## src/numbat_config.svh

```systemverilog
/* Evaluator configuration */
`ifndef NUMBAT_CONFIG_SVH
`define NUMBAT_CONFIG_SVH

`define PIECE_WIDTH 4
`define BOARD_WIDTH 256
`define EVAL_WIDTH 16 // Signed score width

// Piece codes with colour in bit 3
`define EMPTY        4'd0
`define WHITE_PAWN   4'd1
`define WHITE_KNIGHT 4'd2
`define WHITE_BISH   4'd3
`define WHITE_ROOK   4'd4
`define WHITE_QUEEN  4'd5
`define WHITE_KING   4'd6
`define BLACK_PAWN   4'd9
`define BLACK_KNIGHT 4'd10
`define BLACK_BISH   4'd11
`define BLACK_ROOK   4'd12
`define BLACK_QUEEN  4'd13
`define BLACK_KING   4'd14

// Piece values, middle game then endgame
`define VAL_PAWN_MG   82
`define VAL_PAWN_EG   94
`define VAL_KNIGHT_MG 337
`define VAL_KNIGHT_EG 281
`define VAL_BISHOP_MG 365
`define VAL_BISHOP_EG 297
`define VAL_ROOK_MG   477
`define VAL_ROOK_EG   512
`define VAL_QUEEN_MG  1025
`define VAL_QUEEN_EG  936

`define BISH_PAIR_MG 38
`define BISH_PAIR_EG 56
`define TPAWN_MG 4 // Per own pawn on the bishop's colour
`define TPAWN_EG 6

`define PHASE_MAX 24
`define LIGHT_SQUARES 64'h55AA_55AA_55AA_55AA // Row parity differs from column parity

`define EVAL_LATENCY 7
`define TOTAL_LATENCY 9 // Evaluators plus two taper stages

`endif

```

## src/eval_pkg.sv

```systemverilog
/* Shared evaluator types */
`include "numbat_config.svh"

package eval_pkg;

   typedef logic [`PIECE_WIDTH-1:0] piece_t;
   typedef logic [`BOARD_WIDTH-1:0] board_t; // Square 0 in the low nibble
   typedef logic [63:0] square_mask_t;
   typedef logic [6:0] square_count_t; // 0 to 64
   typedef logic signed [`EVAL_WIDTH-1:0] eval_t;
   typedef logic [4:0] phase_t; // 0 to 24

   // Middle game and endgame halves of one score
   typedef struct packed {
      eval_t mg;
      eval_t eg;
   } score_pair_t;

   typedef enum logic [1:0] {
      IDLE,
      BUSY,
      VALID
   } latency_state_t;

endpackage

```

## src/latency_timer.sv

```systemverilog
/* Loadable latency timer */
`timescale 1ns/1ps

module latency_timer
(
   input  logic                    clk,
   input  logic                    rst,
   input  logic                    start,
   input  eval_pkg::square_count_t load,
   output logic                    done
);

   eval_pkg::square_count_t count;
   eval_pkg::square_count_t elapsed; // Cycles since the last start
   eval_pkg::square_count_t load_q;

   always_ff @(posedge clk)
   begin
      if (rst)
         count <= '0;
      else if (start)
         count <= load; // Restart on every start
      else if (count != '0)
         count <= count - 1'b1;
   end

   assign done = (count == eval_pkg::square_count_t'(1));

   always_ff @(posedge clk)
   begin
      if (rst)
      begin
         elapsed <= '0;
         load_q  <= '0;
      end
      else if (start)
      begin
         elapsed <= eval_pkg::square_count_t'(1);
         load_q  <= load;
      end
      else if (elapsed != '1)
         elapsed <= elapsed + 1'b1; // Saturates
   end

   // Never expires early relative to its last start
   assert property (@(posedge clk) disable iff (rst) done |-> elapsed >= load_q);

endmodule

```

## config.mk

```make
export PLATFORM = sky130hd
export DESIGN_NAME = latency_timer
export DESIGN_NICKNAME = d
export VERILOG_FILES = /design/src/eval_pkg.sv /design/src/latency_timer.sv
export VERILOG_INCLUDE_DIRS = /design/src /design/src/src
export SDC_FILE = /design/constraint.sdc
export NUM_CORES = 1
export LEC_CHECK = 0
export BUFFER_PORTS_ARGS = -buffer_cell sky130_fd_sc_hd__buf_4
export CELL_PAD_IN_SITES_DETAIL_PLACEMENT = 0
export CELL_PAD_IN_SITES_GLOBAL_PLACEMENT = 1
export CORE_AREA = 2 2 39 41
export DETAILED_ROUTE_END_ITERATION = 16
export DIE_AREA = 0 0 41 43
export MAX_ROUTING_LAYER = met4
export PLACE_DENSITY_LB_ADDON = 0.1
export SLEW_MARGIN = 25
export SYNTH_ARGS = -nofsm -noshare
export SYNTH_HDL_FRONTEND = slang
export SYNTH_SLANG_ARGS = --single-unit
```

## constraint.sdc

```tcl
create_clock -name clk -period 2.5 [get_ports clk]
set_input_delay 0.25 -clock clk [delete_from_list [all_inputs] [get_ports clk]]
set_output_delay 0.25 -clock clk [all_outputs]
set_load 0.01 [all_outputs]
```

# Word-level counts from Yosys, hierarchy flattened
# Index checks and enable logic that the tools add are counted.
word_totals:
  register_bits: 7
  input_bits: 10
  out_inout_bits: 1
  elab_cells: 7
op_classes:
  addsub: 1
  n_eq_ne: 1
  mux: 2
  n_reduce_logical: 2
op_table:
  columns: ["cell", "n"]
  rows:
  - ["$mux 7", 2]
  - ["$eq 7x1->1 const B", 1]
  - ["$reduce_bool 7->1", 1]
  - ["$sub 7x1->7 const B", 1]
  - ["$reduce_bool 2->1", 1]

# Longest topological paths before layout
logic_depth:
  depth_word: 3
  mapped_depth: 6
  mapped_depth_nobuf: 6

# Worst setup path before layout
# No wires, ideal clock.
synth_path:
  path_kind: "flip-flop to flip-flop"
  start: "register count[2]"
  end: "register count[1]"
  setup_ns: 0.070
  arrival_time_ns: 1.282
  required_ns: 2.430
  slack_ns: 1.148
  stages_incl_launch_ff: 5
  n_path_buf: 0
  period_less_slack_ns: 1.352
  path_cell_list: "dfxtp_1 nor4_4 nand3b_1 a221o_1 a21oi_1"
synth_between:
  elab_chain_cells: 2
synth_rtl:
  columns: ["element", "line", "text"]
  rows:
  - ["start: declaration", "latency_timer.sv:13", "eval_pkg::square_count_t count;"]
  - ["start signal: assignment", "latency_timer.sv:22", "count <= load;"]
  - ["start signal: assignment", "latency_timer.sv:24", "count <= count - 1'b1;"]
  - ["$reduce_bool 7->1", "latency_timer.sv:23", "else if (count != '0)"]
  - ["$reduce_bool 2->1 (no source line)", null, null]
# No other way between the ends.
# A chain may end at the register's enable or synchronous reset.

# Worst setup path after layout
layout_path:
  start: "register count[2]"
  end: "output done"
layout_between:
  elab_chain_cells: 1
layout_rtl:
  columns: ["element", "line", "text"]
  rows:
  - ["$eq 7x1->1", "latency_timer.sv:27", "assign done = (count == eval_pkg::square_count_t'(1));"]
  - ["end: declaration", "latency_timer.sv:10", "output logic done"]
# No other way between the ends.

==> metrics.md <==
| Metric | Value |
|---|---|
| Psw | `around 110 uW` |
| Max reg flops | `7` |
| Synth Cell Area | `roughly 440 sq um` |
| CP Cell Sequence | `nor4_4 -> and3b_2 -> buf_4` |
| Worst Reg2Reg Path Length in Cells | `4` |
| Power, Total | `362.3 uW` |
| Setup Fix Bufs, Post-CTS | `0` |
| Comb pwr share | `about 32%` |
| Vias per std cell | `~5.1` |
| Hold Path Depth | `2` |
| Min-delay src | `rst` |
| Regs by FF count | `count x7` |
| Mapped Nets | `64` |
| Critical path data arrival time | `roughly 1.4 ns` |
| Final Instance Count excl. Fillers | `79` |
| GRT Total Usage | `between 10% and 20%` |
| Nets@finish | `between 70 and 80` |
| Layout area overhead | `25.57%` |
| Placed cells | `75` |
| Largest net degree at the start of global routing | `14` |
| Post_cts resized | `0` |
| Synthesized instance count | `between 50 and 60` |
| Slowest stage cell on the critical path | `nor4_4` |
| Layout cells sized above 1 | `26.98%` |
| DR DRC count | `0` |
| CTS clk-pin slew, worst paths | `around 0.05 ns` |
| Final Util | `between 30% and 40%` |
| H-Tree Depth | `1` |
| Post-DP HPWL | `roughly 700 um` |
| Least-Margin Pin Slew | `between 0.3 and 0.4 ns` |
| Fin. max-slew vios | `0` |
| Initial core utilization | `a little under a third` |
| P per Cell Area | `roughly 660 mW/mm^2` |
| Outcome | `complete, no violations` |
| CTS Hold Bufs | `0` |
| Ys Warns | `0` |
| Setup crit end kind | `primary output` |
| Vias | `between 400 and 500` |
| FF-to-FF End | `count[1]$_SDFFE_PP0P_` |
| Int Power | `~250 uW` |
| #FFs+latches synth | `7` |
| Sequential-to-total area share from yosys stat | `31.82%` |
| Sink Count | `7` |
| Required time of the critical path | `about 2.3 ns` |
| Num CTS Buffers | `3` |
| Die H | `roughly 43 um` |
| Setup TNS | `0 ns` |
| Period minus WS final | `between 1.5 and 2 ns` |
| Setup WS pre-CTS | `roughly 1 ns` |
| RSZ-0062 raised after global routing | `no` |
| Crit path largest cell delay | `around 0.42 ns` |
| First-pass GRT wire length | `1552 um` |
| Initial antenna violation count | `0` |
| Max VDD drop | `between 300 and 400 uV` |
| Clk pwr share | `between 20% and 30%` |
| Maximum clock frequency | `slightly above 600 MHz` |
| Vias in the first global route | `~360` |
| Synth cell types | `23` |
| Initial DRC count | `3` |
| Setup violations, final | `0` |
| Io pins | `11` |
| Worst setup margin | `between 0.8 and 0.9 ns` |
| Antenna Nets Post-Route | `0` |
| Max Cap Viol | `0` |
| Critical path class | `flip-flop to primary output` |
| Die area | `roughly 0.0018 sq mm` |
| Syn avg cell area | `around 8.6 sq um` |
| Avg WL per Cell | `12.09 um` |
| Worst Skew | `roughly 0.0012 ns` |
| Seq pwr share | `~40%` |
| Leakage power total | `around 0.00024 uW` |
| Internal reg-to-reg setup slack | `1.00 ns` |
| Site Rows | `14` |
| GP Congestion | `around 0.64` |
| Worst-path maximum fanout | `6` |
| Top reg by flops | `count` |
| Final Hold Fails | `0` |
| Fin crit share | `64.84%` |
| Worst min path class | `primary input to flip-flop` |
| Switching Fraction | `31.50%` |
| CTS max path bufs | `2` |
| N_diodes | `0` |
| Clk_lat worst skew | `0.25 ns` |
| CTS Root Cell | `clkbuf_4` |
| Launching point of the worst reg2reg path | `count[2]$_SDFFE_PP0P_` |
| Drt first pass iters | `3` |
| CTS tree | `yes` |
| Slew headroom | `75.45%` |
| Die Width | `41 um` |
| Total Routed Length | `955 um` |
| Hold endpoint | `count[1]$_SDFFE_PP0P_` |
| CP startpoint kind | `flip-flop` |
| I/O Buffers | `10` |
| Gr ovfl total | `0` |
| Total core area | `0.001384 sq mm` |
==> layout make-up <==
cell class | count | area [sq um]
Clock buffer | 4 | 26.28
Fill cell | 154 | 830.8
Inverter | 3 | 11.26
Sequential cell | 7 | 140.1
Multi-Input combinational cell | 39 | 280.3
Timing Repair Buffer | 10 | 75.07
Tap cell | 16 | 20.02
==> critical path: cells and delay by family, from the launching register on <==
family	cells	cell delay, ns
buf+inv	1	0.11
simple gates	2	0.66
flops	1	0.36
==> how the worst max path moves through the flow <==
stage / startpoint / to / slack [ns] / depth (start not counted)
6_report: count[2]$_SDFFE_PP0P_ / done / 0.88 / 3
3_5_place_dp: count[2]$_SDFFE_PP0P_ / count[1]$_SDFFE_PP0P_ / 1.01 / 4
2_1_floorplan: count[2]$_SDFFE_PP0P_ / count[1]$_SDFFE_PP0P_ / 1.15 / 4
4_1_cts: count[2]$_SDFFE_PP0P_ / done / 0.87 / 3
5_1_grt: count[2]$_SDFFE_PP0P_ / done / 0.78 / 3
3_3_place_gp: count[2]$_SDFFE_PP0P_ / count[0]$_SDFFE_PP0P_ / 1.06 / 4
==> stage by stage <==
step	area [sq um]	hold slack, ns
floorplan	440.4	0.3938
global placement	526.8	0.5129
detailed placement	526.8	0.5015
CTS	553.0	0.2365
global route	553.0	0.2487
finish	553.0	0.2431
==> layer usage <==
metal | part of all wire [%] | vias up | wire (um) | GRT usage [%]
met2 | 45 | 9 | 434 | 19.69
met4 | 0 | 0 | 0 | 2.000
li1 | - | 207 | - | -
met3 | 7.3 | 0 | 70 | 7.853
met5 | 0 | - | 0 | -
met1 | 47 | 187 | 449 | 16.18
==> logic make-up after synthesis <==
family	Yosys count	synth area share, %
xor+xnor	4	7.956
fa+ha+maj	3	8.524
flops	7	31.82
compound gates	9	16.48
buf+inv	5	4.543
simple gates	23	30.68
==> layout by cell type (no fill, tap or decap) <==
cell,count
a211o_1,1
a21oi_1,1
or2_2,1
nor4_1,1
xnor2_1,3
o32ai_1,3
a221o_1,1
a31oi_1,1
clkbuf_1,1
nor3_1,2
xor2_1,1
nor3b_1,2
nor2_1,5
dfxtp_1,7
buf_4,10
inv_1,3
ha_1,3
clkbuf_4,3
nand2_1,8
a221oi_1,1
nand3b_1,1
a22oi_1,1
and3b_2,2
nor4_4,1
==> power by group through the flow <==
stage / combinational (uW) / sequential [uW] / clock, uW
after floorplan: 88.3 / 143 / 0
after global placement: 118 / 148 / 0
after detailed placement: 116 / 148 / 0
after CTS: 117 / 145 / 106
after global routing: 130 / 147 / 111
final: 116 / 145 / 101
==> synthesized netlist by cell type <==
| library cell | number | area [sq um] |
|---|---|---|
| nand2_1 | 8 | 30.03 |
| dfxtp_1 | 7 | 140.1 |
| nor2_1 | 5 | 18.77 |
| ha_1 | 3 | 37.54 |
| inv_1 | 3 | 11.26 |
| o32ai_1 | 3 | 26.28 |
| xnor2_1 | 3 | 26.28 |
| and3b_2 | 2 | 20.02 |
| nor3_1 | 2 | 10.01 |
| nor3b_1 | 2 | 15.01 |
| a211o_1 | 1 | 8.760 |
| a21oi_1 | 1 | 5.000 |
| a221o_1 | 1 | 10.01 |
| a221oi_1 | 1 | 8.760 |
| a22oi_1 | 1 | 7.510 |
| a31oi_1 | 1 | 6.260 |
| buf_2 | 1 | 5.000 |
| clkbuf_1 | 1 | 3.750 |
| nand3b_1 | 1 | 7.510 |
| nor4_1 | 1 | 6.260 |
| nor4_4 | 1 | 21.27 |
| or2_2 | 1 | 6.260 |
| xor2_1 | 1 | 8.760 |
No activity file was read; power rests on OpenSTA's default activity.
