[src/numbat_config.svh]
/* Evaluator configuration */
`ifndef NUMBAT_CONFIG_SVH
`define NUMBAT_CONFIG_SVH

`define PIECE_WIDTH 4
`define BOARD_WIDTH 256
`define EVAL_WIDTH 16 // Signed score width

// Piece codes with colour in bit 3
`define EMPTY        4'd0
`define WHITE_PAWN   4'd1
`define WHITE_KNIGHT 4'd2
`define WHITE_BISH   4'd3
`define WHITE_ROOK   4'd4
`define WHITE_QUEEN  4'd5
`define WHITE_KING   4'd6
`define BLACK_PAWN   4'd9
`define BLACK_KNIGHT 4'd10
`define BLACK_BISH   4'd11
`define BLACK_ROOK   4'd12
`define BLACK_QUEEN  4'd13
`define BLACK_KING   4'd14

// Piece values, middle game then endgame
`define VAL_PAWN_MG   82
`define VAL_PAWN_EG   94
`define VAL_KNIGHT_MG 337
`define VAL_KNIGHT_EG 281
`define VAL_BISHOP_MG 365
`define VAL_BISHOP_EG 297
`define VAL_ROOK_MG   477
`define VAL_ROOK_EG   512
`define VAL_QUEEN_MG  1025
`define VAL_QUEEN_EG  936

`define BISH_PAIR_MG 38
`define BISH_PAIR_EG 56
`define TPAWN_MG 4 // Per own pawn on the bishop's colour
`define TPAWN_EG 6

`define PHASE_MAX 24
`define LIGHT_SQUARES 64'h55AA_55AA_55AA_55AA // Row parity differs from column parity

`define EVAL_LATENCY 7
`define TOTAL_LATENCY 9 // Evaluators plus two taper stages

`endif

[src/eval_pkg.sv]
/* Shared evaluator types */
`include "numbat_config.svh"

package eval_pkg;

   typedef logic [`PIECE_WIDTH-1:0] piece_t;
   typedef logic [`BOARD_WIDTH-1:0] board_t; // Square 0 in the low nibble
   typedef logic [63:0] square_mask_t;
   typedef logic [6:0] square_count_t; // 0 to 64
   typedef logic signed [`EVAL_WIDTH-1:0] eval_t;
   typedef logic [4:0] phase_t; // 0 to 24

   // Middle game and endgame halves of one score
   typedef struct packed {
      eval_t mg;
      eval_t eg;
   } score_pair_t;

   typedef enum logic [1:0] {
      IDLE,
      BUSY,
      VALID
   } latency_state_t;

endpackage

[src/evaluate_material.sv]
/* Material balance and game phase */
`timescale 1ns/1ps
`include "numbat_config.svh"

module evaluate_material
(
   input  logic                  clk,
   input  eval_pkg::board_t      board,
   output eval_pkg::score_pair_t material,
   output eval_pkg::phase_t      phase
);

   localparam int DELAY = `EVAL_LATENCY - 3; // After count, sum and difference

   // Pawn, knight, bishop, rook, queen
   localparam eval_pkg::eval_t VAL_MG [5] = '{
      eval_pkg::eval_t'(`VAL_PAWN_MG), eval_pkg::eval_t'(`VAL_KNIGHT_MG),
      eval_pkg::eval_t'(`VAL_BISHOP_MG), eval_pkg::eval_t'(`VAL_ROOK_MG),
      eval_pkg::eval_t'(`VAL_QUEEN_MG)};
   localparam eval_pkg::eval_t VAL_EG [5] = '{
      eval_pkg::eval_t'(`VAL_PAWN_EG), eval_pkg::eval_t'(`VAL_KNIGHT_EG),
      eval_pkg::eval_t'(`VAL_BISHOP_EG), eval_pkg::eval_t'(`VAL_ROOK_EG),
      eval_pkg::eval_t'(`VAL_QUEEN_EG)};

   eval_pkg::square_count_t count_c [10]; // White kinds, then Black
   eval_pkg::square_count_t count_t1 [10];
   eval_pkg::score_pair_t   white_c;
   eval_pkg::score_pair_t   black_c;
   eval_pkg::score_pair_t   white_t2;
   eval_pkg::score_pair_t   black_t2;
   logic [8:0]              phase_c; // Uncapped
   logic [8:0]              phase_t2;
   eval_pkg::score_pair_t   material_t3;
   eval_pkg::phase_t        phase_t3;
   eval_pkg::score_pair_t   material_dly [DELAY];
   eval_pkg::phase_t        phase_dly [DELAY];

   always_comb
   begin
      for (int k = 0; k < 5; k++)
      begin
         count_c[k]   = '0;
         count_c[k+5] = '0;
         for (int i = 0; i < 64; i++)
         begin
            count_c[k] = count_c[k] + eval_pkg::square_count_t'(
               board[i*`PIECE_WIDTH +: `PIECE_WIDTH] == eval_pkg::piece_t'(`WHITE_PAWN + k));
            count_c[k+5] = count_c[k+5] + eval_pkg::square_count_t'(
               board[i*`PIECE_WIDTH +: `PIECE_WIDTH] == eval_pkg::piece_t'(`BLACK_PAWN + k));
         end
      end
   end

   always_comb
   begin
      white_c = '0;
      black_c = '0;
      for (int k = 0; k < 5; k++)
      begin
         white_c.mg = white_c.mg + eval_pkg::eval_t'(count_t1[k]) * VAL_MG[k];
         white_c.eg = white_c.eg + eval_pkg::eval_t'(count_t1[k]) * VAL_EG[k];
         black_c.mg = black_c.mg + eval_pkg::eval_t'(count_t1[k+5]) * VAL_MG[k];
         black_c.eg = black_c.eg + eval_pkg::eval_t'(count_t1[k+5]) * VAL_EG[k];
      end
      // Minors count one, rooks two, queens four
      phase_c = 9'(count_t1[1]) + 9'(count_t1[6]) + 9'(count_t1[2]) + 9'(count_t1[7])
              + ((9'(count_t1[3]) + 9'(count_t1[8])) << 1)
              + ((9'(count_t1[4]) + 9'(count_t1[9])) << 2);
   end

   always_ff @(posedge clk)
   begin
      count_t1       <= count_c;
      white_t2       <= white_c;
      black_t2       <= black_c;
      phase_t2       <= phase_c;
      material_t3.mg <= white_t2.mg - black_t2.mg;
      material_t3.eg <= white_t2.eg - black_t2.eg;
      phase_t3       <= (phase_t2 > `PHASE_MAX) ? eval_pkg::phase_t'(`PHASE_MAX) : phase_t2[4:0];
      material_dly[0] <= material_t3; // Line up with the bishop pipeline
      phase_dly[0]    <= phase_t3;
      for (int i = 1; i < DELAY; i++)
      begin
         material_dly[i] <= material_dly[i-1];
         phase_dly[i]    <= phase_dly[i-1];
      end
   end

   assign material = material_dly[DELAY-1];
   assign phase    = phase_dly[DELAY-1];

endmodule

[config.mk]
export PLATFORM = sky130hd
export DESIGN_NAME = evaluate_material
export DESIGN_NICKNAME = d
export VERILOG_FILES = /design/src/eval_pkg.sv /design/src/evaluate_material.sv
export VERILOG_INCLUDE_DIRS = /design/src /design/src/src
export SDC_FILE = /design/constraint.sdc
export NUM_CORES = 2
export LEC_CHECK = 0
export ABC_AREA = 1
export BUFFER_PORTS_ARGS = -buffer_cell sky130_fd_sc_hd__buf_2
export CAP_MARGIN = 20
export CORE_UTILIZATION = 64
export DETAILED_ROUTE_END_ITERATION = 10
export GPL_TIMING_DRIVEN = 0
export PLACE_DENSITY_LB_ADDON = 0.12
export SYNTH_ARGS = -nofsm -noshare
export SYNTH_HDL_FRONTEND = slang
export SYNTH_SLANG_ARGS = --single-unit
export TNS_END_PERCENT = 10
[constraint.sdc]
create_clock -name clk -period 9.7 [get_ports clk]
set_input_delay 0 -clock clk [delete_from_list [all_inputs] [get_ports clk]]
set_output_delay 0 -clock clk [all_outputs]
set_load 0.005 [all_outputs]
# == Word level (Yosys, flattened, before mapping) ==
# Memories as Yosys holds them, arrays and structs flattened.
# Index checks and enable logic that the tools add are counted.
# word_totals
ff_bits,180
latch_bits,0
ramBits,148
rom_bits,0
in_bits,257
output_inout_bits,37
wordCells,1334
memories,2
# memory_table
name,words,word_bits,read_ports,rd_clocked_by_memory_dff,write_ports,line_no,rtl
material_dly,4,32,4,0,4,evaluate_material.sv:35,eval_pkg::score_pair_t material_dly [DELAY];
phase_dly,4,5,4,0,4,evaluate_material.sv:36,eval_pkg::phase_t phase_dly [DELAY];
# classes
addsub,655
n_mul,18
n_div,0
order_cmp,1
eq_ne,640
shift,0
n_mux,0
bitwise_logic,0
reduce_logical,0
# op_table
op,count
7-bit by 1-bit adder with 7-bit output,570
"4-bit == test, second input constant",320
"4-bit by 2-bit == test with 1-bit output, second input constant",128
"4-bit by 3-bit == test with 1-bit output, second input constant",128
"4-bit by 1-bit == test with 1-bit output, second input constant",64
16-bit adder,12
"7-bit by 9-bit multiplier with 16-bit output, second input constant",10
6-bit by 1-bit adder with 7-bit output,10
15-bit by 16-bit adder with 16-bit output,4
5-bit by 1-bit adder with 6-bit output,10
"7-bit by 6-bit multiplier with 13-bit output, second input constant",4
4-bit by 1-bit adder with 5-bit output,10
3-bit by 1-bit adder with 4-bit output,10
"7-bit by 11-bit multiplier with 16-bit output, second input constant",2
16-bit subtractor,2
2-bit by 1-bit adder with 3-bit output,10
"7-bit by 7-bit multiplier with 13-bit output, second input constant",2
1-bit by 1-bit adder with 2-bit output,10
9-bit adder,2
7-bit by 7-bit adder with 8-bit output,2
8-bit by 7-bit adder with 9-bit output,1
9-bit by 7-bit adder with 9-bit output,1
"9-bit by 5-bit > comparator with 1-bit output, second input constant",1
7-bit adder,1

# == Longest topological paths before layout ==
# logic_depth
word_depth,64
ltp_mapped,36
mapped_depth_nobuf,36

# == Worst setup path after synthesis ==
# No wires, ideal clock.
# synth_path
kind,register to register
startpoint,register count_t1[29] (netlist name)
endpoint,register black_t2[12] (netlist name)
setup_ps,121
arrival_ps,6581
required_time_ps,9579
setup_slack_ps,2998
path_stages_with_launch,32
cell_sequence,dfxtp_1 inv_1 fa_1 inv_1 ha_1 ha_1 ha_1 inv_1 fa_1 o21ai_0 xnor2_1 inv_1 ha_1 inv_1 fa_1 inv_1 ha_1 inv_1 fa_1 inv_1 fa_1 inv_1 fa_1 inv_1 ha_1 nand2_1 o21ai_0 a21oi_1 nor2_1 o21ai_0 nand2_1 xor2_1
# synth_rtl
item,line_no,rtl
start: declaration,evaluate_material.sv:26,eval_pkg::square_count_t count_t1 [10];
start signal: assignment,evaluate_material.sv:73,count_t1 <= count_c;
end signal: assignment,evaluate_material.sv:75,black_t2 <= black_c;
end: declaration,evaluate_material.sv:30,eval_pkg::score_pair_t black_t2;

==> results_dict.tcl <==
set metrics [dict create \
    grt_antenna_before_repair 18 \
    report.final.hold_viol_count 0 \
    grt_start_max_net_pins 17 \
    ys_dominant_reg_cell "sky130_fd_sc_hd__dfxtp_1" \
    route.detailed.wl_per_inst_um 19.8 \
    ys_async_sr_fraction_pct 0 \
    outcome "complete, no violations" \
    type_of_the_worst_setup_path "flip-flop to flip-flop" \
    synth_enable_flop_cells 0 \
    period_minus_slack_ns 7.64 \
    synth_sequential_area_ratio_pct 13.1 \
    cts_buffers 31 \
    placeableCoreArea_mm2 0.0775 \
    post_cts_resized 0 \
    synth_top_cells_by_area "sky130_fd_sc_hd__fa_1 (38%), sky130_fd_sc_hd__ha_1 (17%), sky130_fd_sc_hd__inv_1 (13%)" \
    route.detailed.vias_per_inst 5.31 \
    layout_worst_path_cycle_share_pct 78.7 \
    netlist_area_mm2 0.0501 \
    cp_slowest_stage_delay_ns 0.57 \
    tritoncts "built" \
    synthesized_area_divided_by_synthesized_cell_count_um2 9.15 \
    critical_path.max_fanout 4 \
    initial_utilization_pct 64.7 \
    worst_clock_skew_ns 0.0296 \
    final_common_cell "sky130_fd_sc_hd__inv_1" \
    slew_viol_final 0 \
    final_layout_size_suffix_gt1_share_pct 6.05 \
    setup-violations-final 0 \
    multiInputGateArea_mm2 0.0368 \
    placement_rows 102 \
    slew-limit-headroom_pct 41.8 \
    gp_routability_congestion 1.02 \
    crit_required_ns 10.14 \
    yosys_register_bits 328 \
    synthesis.nets 7376 \
    global_route.usage.total_pct 35.2 \
    hold_class "input pin to flip-flop" \
    yosys_warnings 0 \
    crit_top_cell "sky130_fd_sc_hd__inv_1" \
    die_h_um 282 \
    clkTransAtPathRegs_ns 0.08 \
    yosysTopAreaCellShare_pct 38.0 \
    full_die_area_mm2 0.0795 \
    synth_cell_types 44 \
    final.setup.tns_ns 0 \
    cts-root-to-sink-buffers 3 \
    critical_path.endpoint_type "flip-flop" \
    worst_setup_path_start_kind "flip-flop" \
    cts.root.buffer_cell "sky130_fd_sc_hd__clkbuf_16" \
    postRouteWirelength_um 136000 \
    mostFrequentLayoutCells "sky130_fd_sc_hd__inv_1 (1790), sky130_fd_sc_hd__fa_1 (951), sky130_fd_sc_hd__ha_1 (688), sky130_fd_sc_hd__nand2_1 (365), sky130_fd_sc_hd__dfxtp_1 (328)" \
    worstPathArrival_ns 8.08 \
    buffer_ports.inserted 283 \
    routed_via_count 36500 \
    grt_pass1_wl_um 207000 \
    die_width_um 282 \
    post-route-drc-count 0 \
    fillers 6188 \
    worstMarginPinSlew_ns 0.872 \
    drt-initial-drc-count 2275 \
    cts.htree.levels 1 \
    achievable-frequency_mhz 131 \
    first_global_vias 37600 \
    worst_path_max_delay_cell "sky130_fd_sc_hd__fa_1" \
    syn2layout_area_growth_pct 7.68 \
    total_congestion_overflow_after_global_routing 0 \
    grt_setup_unrepaired "false" \
    place_hpwl_um 121000 \
    io-pin-count 294 \
    max-cap-violations 0 \
    synth_largest_area_cell "sky130_fd_sc_hd__fa_1" \
    area.sequential_mm2 0.00657 \
    finish.net_count 7695 \
    postRouteAntennaNets 0 \
    clock_sink_count 328 \
    synthCells 5480 \
    insertion_delay_ns 0.60 \
    reg2reg_setup_slack_ns 2.06 \
    first_drt_pass_iteration_count 5 \
]
-- final cells by class --
| cell class | count | area share (%) |
|---|---|---|
| Multi-Input combinational cell | 3349 | 68.2 |
| Inverter | 1792 | 12.5 |
| Sequential cell | 328 | 12.2 |
| Timing Repair Buffer | 286 | 2.68 |
| Tap cell | 1040 | 2.41 |
| Clock buffer | 42 | 1.62 |
| Clock inverter | 14 | 0.334 |
| Antenna cell | 19 | 0.0881 |
| Buffer | 11 | 0.0765 |
-- cell usage after synthesis, drive strengths merged, types with 5 or more instances --
cell,instances
a211oi,12
a21o,12
a21oi,145
a31oi,11
and3,5
clkbuf,11
dfxtp,328
fa,951
ha,688
inv,1792
nand2,365
nand3,215
nand4,143
nor2,215
nor3,161
nor4,114
o211ai,7
o21ai,65
o21bai,16
o31ai,5
or2,6
xnor2,79
xor2,116
-- final timing paths --
check / start / endpoint / cells past startpoint
worst max-delay path: count_t1[65] / white_t2[14] / 30
worst min-delay path: board[74] / count_t1[36] / 5
worst max register to register: count_t1[65] / white_t2[14] / 30
worst min register to register: phase_t3[3] / phase_dly[0][3] / 0
-- sequential cells by signal (all words and copies together) (netlist names) --
signal / cells
black_t2: 32
count_t1: 70
material_dly: 128
material_t3: 32
phase_dly: 20
phase_t2: 9
phase_t3: 5
white_t2: 32
-- routing by layer --
metal	routed length [µm]	track usage (%)	vias up
met4	10100	22.0	10
li1	-	-	17300
met1	53700	44.1	17800
met3	7100	2.49	293
met2	64900	59.6	1134
met5	69	0	-
-- critical path: cells and delay by family, from the launching register on --
family / cells / cell delay [ns]
buffers and inverters: 8 / 0.63
adder cells (fa/ha/maj): 11 / 4.74
flip-flops: 1 / 0.55
AND/OR/NAND/NOR: 7 / 0.61
AO/OA/AOI/OAI: 2 / 0.39
XOR/XNOR: 2 / 0.55
-- cells by family after synthesis --
| kind of cell | synth area share (%) |
|---|---|
| simple gates | 11.6 |
| flops | 13.1 |
| compound gates | 3.30 |
| xor+xnor | 3.41 |
| buf+inv | 13.5 |
| fa+ha+maj | 55.1 |
-- timing repair --
item                      in CTS  in global routing
hold endpoints to repair       7                  0
setup buffers                  0                  0
hold buffers                   3                  0
-- per-stage QoR --
step / worst slack [ns] / cells / util [%] / cell area (µm²) / hold WS [ns]
floorplan: 3.00 / 5480 / - / 50100 / 0.284
global placement: 2.13 / 6803 / 68.2 / 52900 / 0.310
detailed placement: 2.06 / 6803 / 68.2 / 52900 / 0.312
CTS: 2.03 / 6862 / 69.6 / 53900 / 0.0771
global route: 1.62 / 6870 / 69.7 / 54000 / 0.126
finish: 2.06 / 6881 / 69.7 / 54000 / 0.0957
Power is not shown: default switching activity piles up to over one toggle a cycle in this logic, so the estimate is an artifact.
