### config.mk
export PLATFORM = sky130hd
export DESIGN_NAME = evaluate_bishops
export DESIGN_NICKNAME = d
export VERILOG_FILES = /design/src/eval_pkg.sv /design/src/popcount.sv /design/src/evaluate_bishops.sv
export VERILOG_INCLUDE_DIRS = /design/src /design/src/src
export SDC_FILE = /design/constraint.sdc
export NUM_CORES = 1
export LEC_CHECK = 0
export CAP_MARGIN = 0
export CORE_MARGIN = 2
export CORE_UTILIZATION = 32
export DETAILED_ROUTE_END_ITERATION = 10
export DONT_BUFFER_PORTS = 1
export GPL_TIMING_DRIVEN = 0
export SYNTH_ARGS = -nofsm -noshare
export SYNTH_HDL_FRONTEND = slang
export SYNTH_SLANG_ARGS = --single-unit
### constraint.sdc
create_clock -name clk -period 12.65 [get_ports clk]
set_clock_uncertainty 0.2 [all_clocks]
set_input_delay 1.265 -clock clk [delete_from_list [all_inputs] [get_ports clk]]
set_output_delay 1.265 -clock clk [all_outputs]
set_load 0.02 [all_outputs]
### src/numbat_config.svh
/* Evaluator configuration */
`ifndef NUMBAT_CONFIG_SVH
`define NUMBAT_CONFIG_SVH

`define PIECE_WIDTH 4
`define BOARD_WIDTH 256
`define EVAL_WIDTH 16 // Signed score width

// Piece codes with colour in bit 3
`define EMPTY        4'd0
`define WHITE_PAWN   4'd1
`define WHITE_KNIGHT 4'd2
`define WHITE_BISH   4'd3
`define WHITE_ROOK   4'd4
`define WHITE_QUEEN  4'd5
`define WHITE_KING   4'd6
`define BLACK_PAWN   4'd9
`define BLACK_KNIGHT 4'd10
`define BLACK_BISH   4'd11
`define BLACK_ROOK   4'd12
`define BLACK_QUEEN  4'd13
`define BLACK_KING   4'd14

// Piece values, middle game then endgame
`define VAL_PAWN_MG   82
`define VAL_PAWN_EG   94
`define VAL_KNIGHT_MG 337
`define VAL_KNIGHT_EG 281
`define VAL_BISHOP_MG 365
`define VAL_BISHOP_EG 297
`define VAL_ROOK_MG   477
`define VAL_ROOK_EG   512
`define VAL_QUEEN_MG  1025
`define VAL_QUEEN_EG  936

`define BISH_PAIR_MG 38
`define BISH_PAIR_EG 56
`define TPAWN_MG 4 // Per own pawn on the bishop's colour
`define TPAWN_EG 6

`define PHASE_MAX 24
`define LIGHT_SQUARES 64'h55AA_55AA_55AA_55AA // Row parity differs from column parity

`define EVAL_LATENCY 7
`define TOTAL_LATENCY 9 // Evaluators plus two taper stages

`endif

### src/eval_pkg.sv
/* Shared evaluator types */
`include "numbat_config.svh"

package eval_pkg;

   typedef logic [`PIECE_WIDTH-1:0] piece_t;
   typedef logic [`BOARD_WIDTH-1:0] board_t; // Square 0 in the low nibble
   typedef logic [63:0] square_mask_t;
   typedef logic [6:0] square_count_t; // 0 to 64
   typedef logic signed [`EVAL_WIDTH-1:0] eval_t;
   typedef logic [4:0] phase_t; // 0 to 24

   // Middle game and endgame halves of one score
   typedef struct packed {
      eval_t mg;
      eval_t eg;
   } score_pair_t;

   typedef enum logic [1:0] {
      IDLE,
      BUSY,
      VALID
   } latency_state_t;

endpackage

### src/popcount.sv
/* Registered population count */
`timescale 1ns/1ps

module popcount
(
   input  logic                    clk,
   input  eval_pkg::square_mask_t  x0,
   output eval_pkg::square_count_t population
);

   eval_pkg::square_count_t sum;

   always_comb
   begin
      sum = '0;
      for (int i = 0; i < 64; i++)
      begin
         sum = sum + eval_pkg::square_count_t'(x0[i]);
      end
   end

   // One register stage
   always_ff @(posedge clk)
   begin
      population <= sum;
   end

endmodule

### src/evaluate_bishops.sv
/* Bishop pair and bad bishop terms */
`timescale 1ns/1ps
`include "numbat_config.svh"

module evaluate_bishops
#(
   parameter int WHITE_BISHOPS = 0 // 1 scores White, 0 scores Black
)
(
   input  logic                  clk,
   input  eval_pkg::board_t      board,
   output eval_pkg::score_pair_t eval
);

   localparam eval_pkg::piece_t BISHOP = (WHITE_BISHOPS != 0) ? `WHITE_BISH : `BLACK_BISH;
   localparam eval_pkg::piece_t PAWN   = (WHITE_BISHOPS != 0) ? `WHITE_PAWN : `BLACK_PAWN;

   eval_pkg::square_mask_t  bish_loc_t1;
   eval_pkg::square_mask_t  pawn_loc_t1;
   eval_pkg::square_mask_t  pawn_light_t2;
   eval_pkg::square_mask_t  pawn_dark_t2;
   logic [5:0]              solo_loc_t2;
   logic [5:0]              solo_loc_t3;
   eval_pkg::square_count_t bish_count_t2;
   eval_pkg::square_count_t light_count_t3;
   eval_pkg::square_count_t dark_count_t3;
   eval_pkg::square_count_t tpawns_t4;
   logic                    solo_t3;
   logic                    solo_t4;
   eval_pkg::score_pair_t   bonus_t3;
   eval_pkg::score_pair_t   bonus_t4;
   eval_pkg::score_pair_t   bonus_t5;
   eval_pkg::score_pair_t   penalty_t5;
   eval_pkg::score_pair_t   sum_t6;

   // Stage 1 piece masks
   always_ff @(posedge clk)
   begin
      for (int i = 0; i < 64; i++)
      begin
         bish_loc_t1[i] <= board[i*`PIECE_WIDTH +: `PIECE_WIDTH] == BISHOP;
         pawn_loc_t1[i] <= board[i*`PIECE_WIDTH +: `PIECE_WIDTH] == PAWN;
      end
   end

   // Stage 2
   always_ff @(posedge clk)
   begin
      for (int i = 0; i < 64; i++)
      begin
         if (bish_loc_t1[i])
            solo_loc_t2 <= 6'(i); // Only read when the bishop is alone
      end
      pawn_light_t2 <= pawn_loc_t1 & `LIGHT_SQUARES;
      pawn_dark_t2  <= pawn_loc_t1 & ~`LIGHT_SQUARES;
   end

   always_ff @(posedge clk)
   begin
      // Stage 3 pair bonus
      bonus_t3.mg <= (bish_count_t2 >= 2) ? eval_pkg::eval_t'(`BISH_PAIR_MG) : '0;
      bonus_t3.eg <= (bish_count_t2 >= 2) ? eval_pkg::eval_t'(`BISH_PAIR_EG) : '0;
      solo_t3     <= (bish_count_t2 == 1);
      solo_loc_t3 <= solo_loc_t2;

      // Stage 4 own pawns on the bishop's colour
      if (solo_loc_t3[3] != solo_loc_t3[0])
         tpawns_t4 <= light_count_t3;
      else
         tpawns_t4 <= dark_count_t3;
      solo_t4  <= solo_t3;
      bonus_t4 <= bonus_t3;

      // Stage 5
      penalty_t5.mg <= solo_t4 ?
         -(eval_pkg::eval_t'(tpawns_t4) * eval_pkg::eval_t'(`TPAWN_MG)) : '0;
      penalty_t5.eg <= solo_t4 ?
         -(eval_pkg::eval_t'(tpawns_t4) * eval_pkg::eval_t'(`TPAWN_EG)) : '0;
      bonus_t5 <= bonus_t4;

      // Stage 6
      sum_t6.mg <= bonus_t5.mg + penalty_t5.mg;
      sum_t6.eg <= bonus_t5.eg + penalty_t5.eg;

      // Stage 7 scores from White's side
      if (WHITE_BISHOPS != 0)
         eval <= sum_t6;
      else
      begin
         eval.mg <= -sum_t6.mg;
         eval.eg <= -sum_t6.eg;
      end
   end

   popcount popcount_bish
   (
      .clk        (clk),
      .x0         (bish_loc_t1),
      .population (bish_count_t2)
   );

   popcount popcount_light
   (
      .clk        (clk),
      .x0         (pawn_light_t2),
      .population (light_count_t3)
   );

   popcount popcount_dark
   (
      .clk        (clk),
      .x0         (pawn_dark_t2),
      .population (dark_count_t3)
   );

endmodule

* Yosys cells after proc, flatten, opt, wreduce, memory -nomap -nowiden
Cells that the tools add are included.
Cells by class: $add $sub $neg 131, $mul 1, divide/modulo/power cells 0, magnitude comparators 1, equal/unequal tests 130, shift-type cells 0, muxes and demuxes 66, bitwise operators 0, reduce and logical (&&, ||, !) cells 7
Operators by type and width (number):
- adder 7 x 1 -> 7 bit | 122
- equality test 4 bit, second input constant | 128
- 2-to-1 mux 4 bit | 56
- nonzero test 63 bit | 1
- nonzero test 62 bit | 1
- nonzero test 60 bit | 1
- nonzero test 56 bit | 1
- adder 7 x 16 -> 16 bit | 2
- negator 16 bit | 2
- negator 10 -> 16 bit | 1
- negator 9 -> 16 bit | 1
- 2-to-1 mux 3 bit | 4
- 2-to-1 mux 6 bit | 2
- multiplier 7 x 2 -> 9 bit, second input constant | 1
- OR reduction 8 bit | 1
- equality test 7 x 1 -> 1 bit, second input constant | 1
- >= comparator 7 x 2 -> 1 bit, second input constant | 1
- 2-to-1 mux 7 bit | 1
- adder 1 x 1 -> 2 bit | 3
- 2-to-1 mux 2 bit | 2
- OR reduction 4 bit | 1
- OR reduction 2 bit | 1
- 2-to-1 mux 1 bit | 1
- != test 1 bit | 1
Word-level totals: register bits after elaboration 362, latch bits 0, memory bits (writable) 0, memory bits (read-only) 0, input bits 257, output and inout bits 32, word-level logic and storage cells 363, memories 0

* Logic depth before layout (Yosys ltp)
depth in word-level cells 63, gate-level depth with buffers 21, mapped depth without buffers 21

* By module
A second synthesis with hierarchy kept.
Unflattened totals: cell total of the unflattened synthesis 1363, area total of the unflattened synthesis 14819.2 µm²
By module, submodules not included:
- evaluate_bishops | times used 1, cells an instance 826, area each 9211.3 µm², sequential area each 5885.6 µm²
- popcount | times used 3, cells an instance 179, area each 1869.3 µm², sequential area each 140.1 µm²

* Worst setup path after synthesis
No wires, ideal clock.
path type reg2reg, start point register bish_loc_t1[1], end point register popcount_bish.population[6], setup time 0.117 ns, arrival time 5.914 ns, required time 12.333 ns, slack 6.419 ns, stages on the path, launching flop included 20, clock period less this slack 6.231 ns, cells stage by stage dfxtp_1 > inv_1 > ha_1 > inv_1 > fa_1 > fa_1 > fa_1 > fa_1 > fa_1 > fa_1 > fa_1 > fa_1 > inv_1 > fa_1 > fa_1 > a21o_1 > a21oi_1 > nor2b_1 > o21ai_0 > nand2b_1
Between the ends: word-level cells in the longest chain between the ends 63
Ends and longest elaborated chain:
- from (decl) | line evaluate_bishops.sv:18 | eval_pkg::square_mask_t bish_loc_t1;
- from (signal, indexed assignment) | line evaluate_bishops.sv:41 | bish_loc_t1[i] <= board[i*`PIECE_WIDTH +: `PIECE_WIDTH] == BISHOP;
- adder 1 x 1 -> 2 bit | line popcount.sv:18 | sum = sum + eval_pkg::square_count_t'(x0[i]);
- adder 7 x 1 -> 7 bit (62 in series) | line popcount.sv:18
- named net popcount_bish.sum[6] | line popcount.sv:11 | eval_pkg::square_count_t sum;
- to (signal assigned) | line popcount.sv:25 | population <= sum;
- to (decl) | line popcount.sv:8 | output eval_pkg::square_count_t population
The timed path passes the listed nets, and every way through them passes these cells. A chain may end at the register's enable or synchronous reset.

* Worst setup path after layout
Ends and elaborated chain as after synthesis.

==> flow_results.org <==
** Synthesis
- Avg Inst Size Synth :: 11.0 um2
- Number of flops mapped to enable cells by yosys :: 0
- Of the total synthesized cell area, the portion taken by full adders, half adders and majority gates is 0.218.
- Distinct cells, synth :: 50
- Of all cell types, the one taking the most synthesized area is sky130_fd_sc_hd__dfxtp_1.
- Yosys attributes the largest share of cell area to sky130_fd_sc_hd__dfxtp_1, sky130_fd_sc_hd__fa_1, sky130_fd_sc_hd__inv_1.
- Yosys printed 0 warnings.
- Dominant synthesized flop cell :: sky130_fd_sc_hd__dfxtp_1
- Area of the mapped netlist :: 12700 um2
- Share of cell area taken by muxes after synthesis :: 0.00533
- Cell count after synthesis :: 1152
- Synth async-reset ratio :: 0
- Of the total synthesized cell area, the portion taken by XOR and XNOR cells is 0.0470.
- Post-synthesis sequential area ratio :: 0.490
- Area share of the largest cell type after synthesis :: 0.490
- Synthesized-area fraction occupied by ao, oa, aoi and oai cells :: 0.0358
- Counting flops and latches in the post-synthesis netlist gives 310.
- Largest family of logic cells by synthesized area :: adder cells
- Post-synthesis share of cell area spent on and, or, nand and nor gates :: 0.146

** Worst setup path
- Sort of element at the end of the critical path :: flop
- Among the stages of the critical path, the cell type that occurs most often is sky130_fd_sc_hd__fa_1.
- Of all nets on the critical path, the largest fanout is 3.
- Slowest-stage cell, CP :: sky130_fd_sc_hd__fa_1
- Startpoint kind of the worst setup timing path :: flop
- Reg2reg path depth :: 19
- Crit path DAT :: 6.78 ns
- The endpoint identified for the worst register-to-register timing path is popcount_bish.population[6].
- At the worst endpoint, the required time is 12.86 ns.
- In this run the critical register-to-register path is launched from bish_loc_t1[1].
- Max stage delay on crit path :: 0.58 ns
- For flop-to-flop paths, the worst setup slack is 6.08 ns.
- Counting both buffers and inverters, the worst setup path holds a total of 3.
- Start-to-end type of the worst setup path :: flop to flop
- Walking the worst path, the cells encountered are inv_1 -> ha_1 -> inv_1 -> fa_1 -> fa_1 -> fa_1 -> fa_1 -> fa_1 -> fa_1 -> fa_1 -> fa_1 -> inv_1 -> fa_1 -> fa_1 -> a21o_1 -> a21oi_1 -> nor2b_1 -> o21ai_0 -> nand2b_1.
- The kind of cell with the highest combined delay along the critical path is adder cells.

** Floorplanning
- Full die area :: 41200 um2
- The floorplan step set the die height to 203 um.
- Count of boundary I/O pins :: 289
- Die X :: 203 um
- The initial utilization of the core area, before any placement, comes to 0.326.
- Placement Rows :: 72
- Placeable Area :: 38900 um2

** Drt
- Via count :: 7454
- Detailed-routing iteration count for the pre-antenna-repair pass :: 4
- In the final routed layout, each cell accounts on average for 14.5 um.
- Summed over all layers, the routed wires come to 25100 um.
- Vias per std cell :: 4.31
- The detail route stage leaves a number of antenna-violating nets equal to 0.
- Initial drt markers :: 198
- In the routed design, unresolved DRC markers number 0.

** Worst hold path
- The worst hold path begins at pawn_loc_t1[1].
- Worst Hold Path EP :: pawn_light_t2[1]
- The worst hold path passes through 0 cells.
- The tightest min-delay check is of the flop to flop type.

** Cells and area
- At the end of the flow, the number of nets in the layout was 1604.
- The library cell used most frequently in the layout, excluding fill and tap cells, is sky130_fd_sc_hd__dfxtp_1.
- Of the cells placed in the final design, the portion with a size suffix greater than 1 is 0.0536.
- 0 antenna diodes ended up in the layout.
- The sequential cells in the finished layout cover a total of 6210 um2.
- Leading cell types in the layout, fill and taps excluded :: sky130_fd_sc_hd__dfxtp_1, sky130_fd_sc_hd__inv_1, sky130_fd_sc_hd__fa_1
- Area growth syn-to-layout :: 14.1%
- Fill cells in the final layout number 3878.
- Leaving out filler cells and counting taps, the final layout contains 1730.
- Multi-input logic area :: 5730 um2

** Timing
- The worst path meets setup with 6.08 ns of slack.
- Final critical-path share of the clock period :: 0.519
- Setup repair after global routing left no endpoint under its margin.
- After routing, the total negative slack on setup checks comes to 0 ns.
- The final number of hold-violating endpoints was 0.
- The total count of max-transition violations in the final report came to 0.
- Rel. slew slack :: 0.531
- Crit path time final :: 6.57 ns
- Timing would allow up to 152 MHz.
- Setup violations remaining at the end of the flow were counted as 0.
- Tightest Pin Transition :: 0.699 ns

** Run
- Max-cap violations in this run came to 0.

** Power
- The worst-case IR drop observed on VDD is 105 uV.
- Leakage power figure :: 0.00617 uW
- Power density normalized to cell area :: 196 nW/um2
- Of the total power, registers draw 0.460.
- Switching power share of the total :: 0.289
- Of the total power, the clock network draws 0.349.
- Summed over all nets, the switching power comes to 819 uW.
- Of the total power, combinational logic draws 0.191.
- The internal portion of the total power is 2010 uW.

** Place
- Setup slack after placement :: 6.09 ns
- During placement, the flow inserted port buffers numbering 0.
- Counting tap cells, the placed design contains a total of 1671 instances.
- The congestion estimate from routability-driven global placement came to 0.807.
- Summed over all nets, the half-perimeter wirelength after detailed placement is 20900 um.

** Global route
- The total overflow left after global routing is 0.
- Entering global routing, the biggest net connects 16 pins.
- The first global-routing pass estimated 38600 um of wire.
- The number of antenna violations at the first check in global routing was 0.
- GR Util All Layers :: 0.124
- The via count of the first global-routing pass came to 7572.

** Clocking
- After clock tree synthesis, the setup repair step added 0 buffers.
- Clock tree synthesis selected as its root buffer the cell sky130_fd_sc_hd__clkbuf_16.
- Worst-path clk slew :: 0.06 ns
- After clock tree synthesis, the flow added hold-fix buffers numbering 0.
- The H-tree was split into 2 levels.
- Post-CTS repair changed the size of 0 cells.
- Clk Latency, worst-skew pair :: 0.53 ns
- TritonCTS clock tree :: yes
- TritonCTS Buffers :: 34
- In this run the deepest clock path goes through 3 buffers.
- Total number of clock tree sinks :: 310

** Run status
- Run status :: complete, no violations
-- power by group through the flow --
| stage | Sequential [uW] | Clock, uW | Combinational [uW] |
|---|---|---|---|
| after floorplan | 1290 | 0 | 447 |
| after global placement | 1320 | 0 | 535 |
| after detailed placement | 1330 | 0 | 547 |
| after CTS | 1310 | 1020 | 551 |
| after global routing | 1330 | 1060 | 628 |
| final | 1300 | 989 | 541 |
-- layer usage --
metal,track usage,up-vias,share of wire
met3,0.0250,46,0.055
met5,0,-,0
met4,0.0519,0,0.026
met2,0.232,217,0.53
met1,0.135,3415,0.39
li1,-,3776,-
-- through the flow --
stage	cell area (um2)	util	total power, uW	hold slack, ns
after floorplan	12700	-	1740	0.110
final	14500	0.372	2830	0.123
after detailed placement	13300	0.342	1880	0.112
after CTS	14500	0.372	2880	0.122
after global placement	13300	0.342	1860	0.113
after global routing	14500	0.372	3010	0.127
-- final cells by class --
type                            instances  area share
Buffer                                  5     0.00182
Clock buffer                           48      0.0681
Clock inverter                         11      0.0104
Inverter                              191      0.0496
Multi-Input combinational cell        647       0.396
Sequential cell                       310       0.429
Tap cell                              518      0.0448
-- worst max-delay path by stage --
stage	cells past startpoint	slack, ns	endpoint	from
2_1_floorplan	19	6.42	popcount_bish.population[6]	bish_loc_t1[1]
3_3_place_gp	19	6.15	popcount_bish.population[6]	bish_loc_t1[1]
3_5_place_dp	19	6.09	popcount_bish.population[6]	bish_loc_t1[1]
4_1_cts	19	6.05	popcount_bish.population[6]	bish_loc_t1[1]
5_1_grt	19	5.82	popcount_bish.population[6]	bish_loc_t1[1]
6_report	19	6.08	popcount_bish.population[6]	bish_loc_t1[1]
-- registers in the layout (all words and copies together) (netlist names) --
signal                     count
bish_loc_t1                   64
pawn_loc_t1                   64
pawn_dark_t2                  32
pawn_light_t2                 32
eval                          30
sum_t6                        30
penalty_t5                    24
popcount_bish.population       7
popcount_dark.population       6
popcount_light.population      6
tpawns_t4                      6
solo_loc_t2                    2
solo_loc_t3                    2
bonus_t3                       1
bonus_t4                       1
bonus_t5                       1
solo_t3                        1
solo_t4                        1
-- cell usage after synthesis, types with 2 or more instances --
master / count
sky130_fd_sc_hd__a31oi_1: 4
sky130_fd_sc_hd__or3_1: 4
sky130_fd_sc_hd__o21a_1: 2
sky130_fd_sc_hd__o21bai_1: 5
sky130_fd_sc_hd__xor2_1: 22
sky130_fd_sc_hd__xnor2_1: 46
sky130_fd_sc_hd__nor4_1: 14
sky130_fd_sc_hd__mux2_2: 6
sky130_fd_sc_hd__nand2_1: 84
sky130_fd_sc_hd__fa_1: 104
sky130_fd_sc_hd__dfxtp_1: 310
sky130_fd_sc_hd__a21o_1: 9
sky130_fd_sc_hd__nor2_1: 46
sky130_fd_sc_hd__ha_1: 54
sky130_fd_sc_hd__nand3_1: 8
sky130_fd_sc_hd__a211oi_1: 7
sky130_fd_sc_hd__clkbuf_1: 3
sky130_fd_sc_hd__o21ai_0: 7
sky130_fd_sc_hd__buf_4: 2
sky130_fd_sc_hd__nand2b_1: 3
sky130_fd_sc_hd__and2_1: 4
sky130_fd_sc_hd__a21oi_1: 15
sky130_fd_sc_hd__nor3b_1: 67
sky130_fd_sc_hd__inv_1: 191
sky130_fd_sc_hd__o211ai_1: 4
sky130_fd_sc_hd__and3_1: 2
sky130_fd_sc_hd__nor2b_1: 13
sky130_fd_sc_hd__nor3_1: 80
sky130_fd_sc_hd__nand4_1: 6
sky130_fd_sc_hd__or4_1: 10
-- cell families after synthesis --
family | after synthesis
simple gates | 347
flops | 310
buf+inv | 196
fa+ha+maj | 158
xor+xnor | 68
compound gates | 66
mux | 6
other cells | 1
(Power assumes the default switching activity.)
